**config.mk**
```make
export PLATFORM = sky130hd
export DESIGN_NAME = vga_top
export DESIGN_NICKNAME = d
export VERILOG_FILES = /design/src/verilog/vga_pkg.sv /design/src/verilog/vga_top.sv /design/src/verilog/sprite_draw.sv /design/src/verilog/sprite_regs.sv /design/src/verilog/bg_draw.sv /design/src/verilog/vga_timing.sv
export SDC_FILE = /design/constraint.sdc
export NUM_CORES = 1
export LEC_CHECK = 0
export BUFFER_PORTS_ARGS = -buffer_cell sky130_fd_sc_hd__clkbuf_2
export CAP_MARGIN = 25
export CORE_UTILIZATION = 40
export CTS_CLUSTER_SIZE = 28
export DETAILED_ROUTE_END_ITERATION = 10
export GPL_TIMING_DRIVEN = 0
export SYNTH_ARGS = -nofsm -noshare
export SYNTH_HDL_FRONTEND = slang
export SYNTH_HIERARCHICAL = 1
export SYNTH_SLANG_ARGS = --single-unit
```
**constraint.sdc**
```tcl
create_clock -name clk -period 3.4 [get_ports clk]
set_input_delay 0.85 -clock clk [delete_from_list [all_inputs] [get_ports clk]]
set_output_delay 0.85 -clock clk [all_outputs]
set_load 0.02 [all_outputs]
```
**src/sprite.mem**
```
// one 12-bit rgb word per line, row-major, 8 words per row; f00 is transparent.
F00
F00
502
503
504
505
F00
F00
F00
511
512
513
514
515
516
F00
520
521
F00
523
524
525
526
527
530
531
532
533
534
535
536
537
540
541
542
543
544
545
546
547
550
551
552
553
554
555
556
557
F00
561
562
563
564
565
566
F00
F00
F00
572
573
574
575
F00
F00

```
**src/verilog/vga_pkg.sv**
```systemverilog
package vga_pkg;

    // SVGA 800x600 at 60 Hz, 40 MHz pixel clock.
    localparam int HOR_PIXELS     = 800;
    localparam int HOR_TOTAL      = 1056;
    localparam int HOR_SYNC_START = 840;
    localparam int HOR_SYNC_END   = 968;

    localparam int VER_PIXELS     = 600;
    localparam int VER_TOTAL      = 628;
    localparam int VER_SYNC_START = 601;
    localparam int VER_SYNC_END   = 605;

    localparam logic [11:0] BG_COLOR     = 12'h124;
    localparam logic [11:0] BORDER_COLOR = 12'hFFF;
    localparam logic [11:0] KEY_COLOR    = 12'hF00; // transparent.

    localparam int SPR_SIZE  = 8;  // rom side in pixels.
    localparam int SPR_SCALE = 4;
    localparam int SPR_HALF  = 16; // half extent on screen.
    localparam     SPR_FILE  = "/design/src/sprite.mem";

    localparam int BG_LAT  = 1;
    localparam int SPR_LAT = 3;

    typedef struct packed {
        logic [10:0] hcount;
        logic [10:0] vcount;
        logic        hsync;
        logic        vsync;
        logic        hblnk;
        logic        vblnk;
        logic [11:0] rgb;
    } vga_sig_t;

    typedef struct packed {
        logic [11:0] pos_x;  // sprite centre.
        logic [11:0] pos_y;  // sprite centre.
        logic        flip_h;
        logic        enable;
        logic        spare;
    } sprite_cfg_t;

    typedef enum logic {IDLE, PENDING} regs_state_t;

endpackage
```
**src/verilog/vga_top.sv**
```systemverilog
`timescale 1ns/1ps

module vga_top import vga_pkg::*; (
    input  logic        clk,
    input  logic        rst,
    input  logic        cfg_valid,
    output logic        cfg_ready,
    input  sprite_cfg_t cfg_data,
    output vga_sig_t    vga_out
);

    vga_sig_t    vga_tim;
    vga_sig_t    vga_bg;
    sprite_cfg_t active_cfg;
    logic        frame_start;

    vga_timing u_timing (
        .clk         (clk),
        .rst         (rst),
        .vga         (vga_tim),
        .frame_start (frame_start)
    );

    bg_draw u_bg (
        .clk     (clk),
        .rst     (rst),
        .vga_in  (vga_tim),
        .vga_out (vga_bg)
    );

    sprite_regs u_regs (
        .clk         (clk),
        .rst         (rst),
        .cfg_valid   (cfg_valid),
        .cfg_ready   (cfg_ready),
        .cfg_data    (cfg_data),
        .frame_start (frame_start),
        .active_cfg  (active_cfg)
    );

    sprite_draw u_sprite (
        .clk     (clk),
        .rst     (rst),
        .cfg     (active_cfg),
        .vga_in  (vga_bg),
        .vga_out (vga_out)  // timing delayed by 4.
    );

endmodule

```
**src/verilog/sprite_draw.sv**
```systemverilog
`timescale 1ns/1ps

module sprite_draw import vga_pkg::*; (
    input  logic        clk,
    input  logic        rst,
    input  sprite_cfg_t cfg,
    input  vga_sig_t    vga_in,
    output vga_sig_t    vga_out
);

    logic [11:0] rom [0:SPR_SIZE*SPR_SIZE-1];

    initial $readmemh(SPR_FILE, rom);

    logic [12:0] rel_x;
    logic [12:0] rel_y;
    logic        in_win;
    logic [2:0]  col_raw;
    logic [2:0]  col;
    logic [2:0]  row;
    logic [5:0]  addr;

    vga_sig_t    vga_s1;
    logic        in_win_s1;
    logic [5:0]  addr_s1;

    vga_sig_t    vga_s2;
    logic        in_win_s2;
    logic [11:0] rom_rgb_s2;

    // stage 1 works on the incoming pixel and the current config
    always_comb begin
        // negative offsets from the window corner wrap to large values.
        rel_x   = 13'(vga_in.hcount) - 13'(cfg.pos_x) + 13'(SPR_HALF);
        rel_y   = 13'(vga_in.vcount) - 13'(cfg.pos_y) + 13'(SPR_HALF);
        in_win  = cfg.enable && !vga_in.hblnk && !vga_in.vblnk
               && (rel_x < 13'(2 * SPR_HALF)) && (rel_y < 13'(2 * SPR_HALF));
        col_raw = 3'(rel_x / SPR_SCALE);
        row     = 3'(rel_y / SPR_SCALE);
        if (cfg.flip_h) begin
            col = 3'(SPR_SIZE - 1) - col_raw;
        end else begin
            col = col_raw;
        end
        addr    = 6'(row * SPR_SIZE + col);
    end

    always_ff @(posedge clk) begin
        if (rst) begin
            vga_s1    <= '0;
            in_win_s1 <= 1'b0;
        end else begin
            vga_s1    <= vga_in;
            in_win_s1 <= in_win;
        end
    end

    always_ff @(posedge clk) begin
        addr_s1 <= addr;
    end

    // stage 2 reads the rom.
    always_ff @(posedge clk) begin
        if (rst) begin
            vga_s2    <= '0;
            in_win_s2 <= 1'b0;
        end else begin
            vga_s2    <= vga_s1;
            in_win_s2 <= in_win_s1;
        end
    end

    always_ff @(posedge clk) begin
        rom_rgb_s2 <= rom[addr_s1];
    end

    // stage 3 applies the colour key.
    always_ff @(posedge clk) begin
        if (rst) begin
            vga_out <= '0;
        end else begin
            vga_out <= vga_s2;
            if (in_win_s2 && (rom_rgb_s2 != KEY_COLOR)) begin
                vga_out.rgb <= rom_rgb_s2;
            end
        end
    end

endmodule

```
**src/verilog/sprite_regs.sv**
```systemverilog
`timescale 1ns/1ps

module sprite_regs import vga_pkg::*; (
    input  logic        clk,
    input  logic        rst,
    input  logic        cfg_valid,
    output logic        cfg_ready,
    input  sprite_cfg_t cfg_data,
    input  logic        frame_start,
    output sprite_cfg_t active_cfg
);

    regs_state_t state;
    sprite_cfg_t pending;

    // one slot only, so a second writer waits for the next vblank.
    assign cfg_ready = (state == IDLE);

    always_ff @(posedge clk) begin
        if (rst) begin
            state             <= IDLE;
            active_cfg.pos_x  <= 12'(HOR_PIXELS / 2);
            active_cfg.pos_y  <= 12'(VER_PIXELS / 2);
            active_cfg.flip_h <= 1'b0;
            active_cfg.enable <= 1'b0;
            active_cfg.spare  <= 1'b0;
        end else begin
            case (state)
                IDLE: begin
                    if (cfg_valid) begin
                        state <= PENDING;
                    end
                end
                PENDING: begin
                    if (frame_start) begin
                        active_cfg <= pending; // commit at start of vblank.
                        state      <= IDLE;
                    end
                end
                default: state <= IDLE;
            endcase
        end
    end

    always_ff @(posedge clk) begin
        if (cfg_valid && cfg_ready) begin
            pending       <= cfg_data;
            pending.spare <= 1'b0;
        end
    end

    a_accept_blocks: assert property (
        @(posedge clk) disable iff (rst)
        (cfg_valid && cfg_ready) |=> (state == PENDING) && !cfg_ready
    ) else $error("cfg_ready high after accepted write.");

    a_commit_at_vblank: assert property (
        @(posedge clk) disable iff (rst)
        (active_cfg != $past(active_cfg)) |-> $past(frame_start)
    ) else $error("active config changed outside vblank commit.");

endmodule

```
**src/verilog/bg_draw.sv**
```systemverilog
`timescale 1ns/1ps

module bg_draw import vga_pkg::*; (
    input  logic     clk,
    input  logic     rst,
    input  vga_sig_t vga_in,
    output vga_sig_t vga_out
);

    logic        border;
    logic [11:0] rgb_nxt;

    always_comb begin
        border = (vga_in.vcount == '0) || (vga_in.vcount == 11'(VER_PIXELS - 1))
              || (vga_in.hcount == '0) || (vga_in.hcount == 11'(HOR_PIXELS - 1));
        if (vga_in.hblnk || vga_in.vblnk) begin
            rgb_nxt = '0;               // black in blanking.
        end else if (border) begin
            rgb_nxt = BORDER_COLOR;
        end else begin
            rgb_nxt = BG_COLOR;
        end
    end

    always_ff @(posedge clk) begin
        if (rst) begin
            vga_out <= '0;
        end else begin
            vga_out     <= vga_in;
            vga_out.rgb <= rgb_nxt;
        end
    end

endmodule

```
**src/verilog/vga_timing.sv**
```systemverilog
`timescale 1ns/1ps

module vga_timing import vga_pkg::*; (
    input  logic     clk,
    input  logic     rst,
    output vga_sig_t vga,
    output logic     frame_start
);

    logic [10:0] h_nxt;
    logic [10:0] v_nxt;

    // counters advance one pixel per clock and wrap at the totals
    always_comb begin
        h_nxt = vga.hcount + 11'd1;
        v_nxt = vga.vcount;
        if (vga.hcount == 11'(HOR_TOTAL - 1)) begin
            h_nxt = '0;
            if (vga.vcount == 11'(VER_TOTAL - 1)) begin
                v_nxt = '0;
            end else begin
                v_nxt = vga.vcount + 11'd1;
            end
        end
    end

    // everything is decoded from the next count, so outputs stay aligned.
    always_ff @(posedge clk) begin
        if (rst) begin
            vga         <= '0;
            frame_start <= 1'b0;
        end else begin
            vga.hcount  <= h_nxt;
            vga.vcount  <= v_nxt;
            vga.hsync   <= (h_nxt >= 11'(HOR_SYNC_START)) && (h_nxt < 11'(HOR_SYNC_END));
            vga.vsync   <= (v_nxt >= 11'(VER_SYNC_START)) && (v_nxt < 11'(VER_SYNC_END));
            vga.hblnk   <= h_nxt >= 11'(HOR_PIXELS);
            vga.vblnk   <= v_nxt >= 11'(VER_PIXELS);
            vga.rgb     <= '0;
            frame_start <= (h_nxt == '0) && (v_nxt == 11'(VER_PIXELS)); // first vblank line.
        end
    end

    a_hcount_range: assert property (
        @(posedge clk) disable iff (rst)
        vga.hcount < 11'(HOR_TOTAL)
    ) else $error("hcount reached HOR_TOTAL.");

endmodule

```
==> flow_summary.json, run 1 <==
{
  "drive_above_1_share": 0.197,
  "htree_levels": 4,
  "power.leakage_nw": 2.69,
  "syn_nets": 564,
  "first_pass_iters": 4,
  "grt_remaining_overflow": 0,
  "worstSetupPathType": "reg2reg",
  "antenna_found_initial": 0,
  "grt_pass1_vias": 3267,
  "yosysWarnings": 6,
  "finalCritPeriodShare": 0.882,
  "start_util": 0.409,
  "min_to": "u_sprite/vga_s2[17]$_SDFF_PP0_",
  "final_antenna_net_count": 0,
  "r2r_cells": 8,
  "syn_avg_cell_area_um2": 10.7,
  "layout_common_cells": "dfxtp_1 (170), nor2b_1 (147), clkbuf_2 (41)",
  "syn2layout_area_growth_pct": 17.9,
  "n_fill_cell": 1292,
  "r2r_slack_ns": 0.40,
  "fin_crit_ns": 3.00,
  "portBuffers": 41,
  "wl_met3_um": 541,
  "wl_met1_mm": 4.15,
  "cp-start-kind": "register",
  "wl_per_cell_um": 12.1,
  "reg2reg_to": "u_timing/frame_start$_SDFF_PP0_",
  "antenna_cells": 0,
  "setup_ws_ns": 0.401,
  "mappedNetlistArea_mm2": 0.00567,
  "grt_pass1_wl_mm": 15.9,
  "worst_skew_pair.late_latency_ns": 0.42,
  "tightest_slew_ns": 0.585,
  "layout_commonest_cell": "dfxtp_1",
  "max_slew_margin": 0.610,
  "ff_latch_area_mm2": 0.00340,
  "crit_arrival_ns": 3.30,
  "netlist_instances": 531,
  "hold_viol_final": 0,
  "drt_iter0_drc": 190,
  "gp_congestion": 0.861,
  "nets": 624,
  "cts_root_buf": "clkbuf_16",
  "cts.path.max_buffers": 2,
  "tns_ns": 0,
  "hold_start": "u_sprite/vga_s1[17]$_SDFF_PP0_",
  "dieHeight_um": 121,
  "cts_buffers": 17,
  "grt_max_degree": 22,
  "multi_input_area_mm2": 0.00199,
  "finalSetupViolations": 0,
  "row_count": 43,
  "cp_cell_sequence": "ha_1 -> nand4_1 -> nor3_2 -> buf_2 -> a31oi_1 -> nor3_1 -> o21ai_0 -> nor4_2",
  "finClkSkew_ns": 0.00575,
  "worstHoldPathType": "reg2reg",
  "drc": 0,
  "rsz0062_at_grt": "no",
  "reg2reg_from": "u_timing/vga[27]$_SDFF_PP0_",
  "vias": 3554,
  "postCtsHoldBufs": 0,
  "irDropWorstVdd_mv": 0.403,
  "ios": 69,
  "die_w_um": 121,
  "routed_wl_mm": 9.47,
  "endpoint_kind": "register",
  "status": "complete, no violations",
  "die_area_mm2": 0.0147,
  "vias_per_cell": 4.53,
  "clk_pin_slew_worst_paths_ns": 0.06,
  "grt_usage": 0.144,
  "min_path_cells": 1,
  "cts.sinks": 170,
  "cp.required_ns": 3.70,
  "crit_slowest_cell": "dfxtp_1",
  "slew_violations": 0,
  "hpwl_mm": 6.50,
  "pre_cts_slack_ns": 0.211,
  "maxCapViolCount": 0,
  "crit_family": "simple AND/OR/NAND/NOR gates",
  "highest_layer": "met4",
  "slowest_delay_ns": 0.44,
  "cts_tree": "built",
  "coreArea_mm2": 0.0139,
  "path_max_fanout": 10,
  "powerDensity_mw_per_mm2": 597,
  "fmax_ghz": 0.333,
  "path_buf_inv": 1,
  "wl_met2_mm": 4.59
}
-- report_power, final --
| group | total (mW) | internal, mW | switching [mW] | leakage [nW] |
|---|---|---|---|---|
| Clock | 1.84 | 1.07 | 0.770 | 0.287 |
| Sequential | 2.04 | 2.02 | 0.0140 | 1.38 |
| Combinational | 0.109 | 0.0511 | 0.0580 | 1.02 |
| Total | 3.99 | 3.15 | 0.842 | 2.69 |
-- per-layer routing --
| metal | GRT usage | vias to the layer above |
|---|---|---|
| li1 | - | 1857 |
| met1 | 0.168 | 1607 |
| met2 | 0.230 | 75 |
| met3 | 0.0503 | 15 |
| met4 | 0.0748 | 0 |
| met5 | 0 | - |
-- final cells by class --
| class | count | area share |
|---|---|---|
| flip-flops and latches | 170 | 0.509 |
| multi-input cells | 313 | 0.297 |
| clock buffers | 20 | 0.0698 |
| plain buffers | 41 | 0.0385 |
| well taps | 180 | 0.0337 |
| repair buffers | 41 | 0.0307 |
| clock inverters | 12 | 0.0170 |
| inverters | 7 | 0.00393 |
-- sequential cells by signal, indices dropped and copies added, names as in the netlist --
register / cells
u_bg/vga_out: 28
u_regs/state: 1
u_sprite/vga_out: 38
u_sprite/vga_s1: 38
u_sprite/vga_s2: 38
u_timing/frame_start: 1
u_timing/vga: 26
-- metrics by stage --
stage / std cells / util / area (um^2) / power [mW] / hold WS (ns)
floorplan: 531 / - / 5670 / 2.16 / 0.414
global placement: 752 / 0.440 / 6100 / 2.19 / 0.416
detailed placement: 752 / 0.440 / 6100 / 2.19 / 0.420
CTS: 784 / 0.481 / 6680 / 4.04 / 0.434
global route: 784 / 0.482 / 6690 / 4.16 / 0.447
finish: 784 / 0.482 / 6690 / 3.99 / 0.429
-- worst max-delay path by stage --
stage	startpoint	endpoint	slack, ns	cells after the start
floorplan	u_timing/vga[33]$_SDFF_PP0_	u_timing/vga[14]$_SDFF_PP0_	0.83	8
global placement	u_timing/vga[33]$_SDFF_PP0_	u_timing/frame_start$_SDFF_PP0_	0.22	8
detailed placement	u_timing/vga[32]$_SDFF_PP0_	u_timing/frame_start$_SDFF_PP0_	0.21	8
CTS	u_timing/vga[32]$_SDFF_PP0_	u_timing/frame_start$_SDFF_PP0_	0.19	8
global route	u_timing/vga[27]$_SDFF_PP0_	u_timing/frame_start$_SDFF_PP0_	0.19	8
finish	u_timing/vga[27]$_SDFF_PP0_	u_timing/frame_start$_SDFF_PP0_	0.40	8
-- repair_timing --
action	in CTS	in global routing
gates resized for setup	0	1
buffers inserted	0	0
endpoints found under the setup margin	0	1
No activity file was read; power rests on OpenSTA's default activity.
==> inputs of run 2 (changes only) <==
BUFFER_PORTS_ARGS = not set   (was -buffer_cell sky130_fd_sc_hd__clkbuf_2)
CELL_PAD_IN_SITES_DETAIL_PLACEMENT = 0   (was not set)
CELL_PAD_IN_SITES_GLOBAL_PLACEMENT = 1   (was not set)
DONT_BUFFER_PORTS = 1   (was not set)
PLACE_DENSITY_LB_ADDON = 0.1   (was not set)
==> flow_summary.json, run 2 (same netlist as run 1, synthesis figures left out) <==
{
  "fmax_ghz": 0.334,
  "dp_cells": 711,
  "finalCritPeriodShare": 0.882,
  "grt_pass1_vias": 3289,
  "cp-start-kind": "register",
  "dieHeight_um": 121,
  "crit_start": "u_timing/vga[27]$_SDFF_PP0_",
  "drc": 0,
  "grt_max_degree": 22,
  "hold_viol_final": 0,
  "path_max_fanout": 10,
  "ios": 69,
  "crit_arrival_ns": 3.30,
  "n_fill_cell": 1350,
  "portBuffers": 0,
  "grt_remaining_overflow": 0,
  "hpwl_mm": 6.70,
  "tns_ns": 0,
  "first_pass_iters": 4,
  "grt_pass1_wl_mm": 16.2,
  "maxCapViolCount": 0,
  "antenna_found_initial": 0,
  "syn2layout_area_growth_pct": 14.6,
  "cts_buffers": 17,
  "start_util": 0.409,
  "power.leakage_nw": 2.50,
  "routed_wl_mm": 9.75,
  "crit_slowest_cell": "dfxtp_1",
  "slowest_delay_ns": 0.50,
  "layout_common_cells": "dfxtp_1 (170), nor2b_1 (147), nor2_1 (25)",
  "endpoint_kind": "register",
  "rsz0062_at_grt": "no",
  "finClkSkew_ns": 0.00767,
  "largestRegisters": "u_sprite/vga_out (38), u_sprite/vga_s1 (38), u_sprite/vga_s2 (38)",
  "hold_start": "u_sprite/vga_s1[3]$_SDFF_PP0_",
  "vias": 3419,
  "cp.required_ns": 3.70,
  "worst_skew_pair.late_latency_ns": 0.42,
  "antenna_cells": 0,
  "layoutNonFillerInstCount": 743,
  "worstHoldPathType": "reg2reg",
  "clk_pin_slew_worst_paths_ns": 0.06,
  "coreArea_mm2": 0.0139,
  "die_area_mm2": 0.0147,
  "nets": 583,
  "post-cts-setup-buffer-count": 0,
  "final_antenna_net_count": 0,
  "powerDensity_mw_per_mm2": 620,
  "die_w_um": 121,
  "cts.path.max_buffers": 2,
  "reg2reg_from": "u_timing/vga[27]$_SDFF_PP0_",
  "tightest_slew_ns": 0.593,
  "htree_levels": 4,
  "status": "complete, no violations",
  "grt_usage": 0.147,
  "fin_crit_ns": 3.00,
  "cts_root_buf": "clkbuf_16",
  "drive_above_1_share": 0.137,
  "worstSetupPathType": "reg2reg",
  "finalSetupViolations": 0,
  "cts.sinks": 170,
  "drt_iter0_drc": 153,
  "irDropWorstVdd_mv": 0.332,
  "slew_violations": 0,
  "gp_congestion": 0.849,
  "cts_tree": "built",
  "max_slew_margin": 0.605,
  "vias_per_cell": 4.60,
  "wl_per_cell_um": 13.1,
  "cp_cell_sequence": "ha_1 -> nand4_1 -> nor3_2 -> buf_2 -> a31oi_1 -> nor3_1 -> o21ai_0 -> nor4_2",
  "row_count": 43,
  "layout_commonest_cell": "dfxtp_1"
}
-- run 2: power breakdown --
part / internal [mW] / switching (mW)
clock network: 1.13 / 0.762
logic: 0.0465 / 0.0444
registers: 2.02 / 0.0225
total: 3.20 / 0.829
-- run 2: critical path: cells and delay by family, from the launching register on --
family	cells	cell delay [ns]
AOI/OAI and AO/OA	2	0.42
adders and majority gates	1	0.30
buffers and inverters	1	0.32
DFF	1	0.50
and+or+nand+nor	4	1.33
-- run 2: per-stage QoR --
stage	hold slack (ns)	cell area [um^2]	power (mW)	utilization	setup WS, ns
CTS	0.435	6490	4.09	0.468	0.183
detailed placement	0.423	5900	2.19	0.425	0.198
global placement	0.416	5900	2.18	0.425	0.214
global route	0.449	6500	4.19	0.468	0.183
floorplan	0.414	5670	2.16	-	0.832
finish	0.431	6500	4.03	0.468	0.403
-- run 2: final cells by class --
| cell class | instances | area (um^2) | area share |
|---|---|---|---|
| multi-input combinational | 313 | 1990 | 0.306 |
| tap | 180 | 225 | 0.0347 |
| inverter | 7 | 26.3 | 0.00404 |
| sequential | 170 | 3400 | 0.524 |
| buffer | 41 | 258 | 0.0397 |
| clock buffer | 20 | 457 | 0.0703 |
| clock inverter | 12 | 139 | 0.0214 |
-- run 2: worst paths after layout --
kind / end / slack (ns) / cells after the start
worst max-delay path: u_timing/frame_start$_SDFF_PP0_ / 0.40 / 8
worst min-delay path: u_sprite/vga_s2[3]$_SDFF_PP0_ / 0.43 / 1
worst min register to register: u_sprite/vga_s2[3]$_SDFF_PP0_ / 0.43 / 1
worst max register to register: u_timing/frame_start$_SDFF_PP0_ / 0.40 / 8
-- run 2: repair_timing --
action / in CTS / in global routing
resized for setup: 0 / 1
hold buffers: 0 / 0
setup endpoints to repair: 0 / 1
-- run 2: routing by layer --
layer  vias up  routed length, um  track usage
li1       1781                  -            -
met1      1540               4490        0.175
met2        80               4600        0.239
met3        18                473       0.0432
met4         0                186       0.0764
met5         -                  0            0
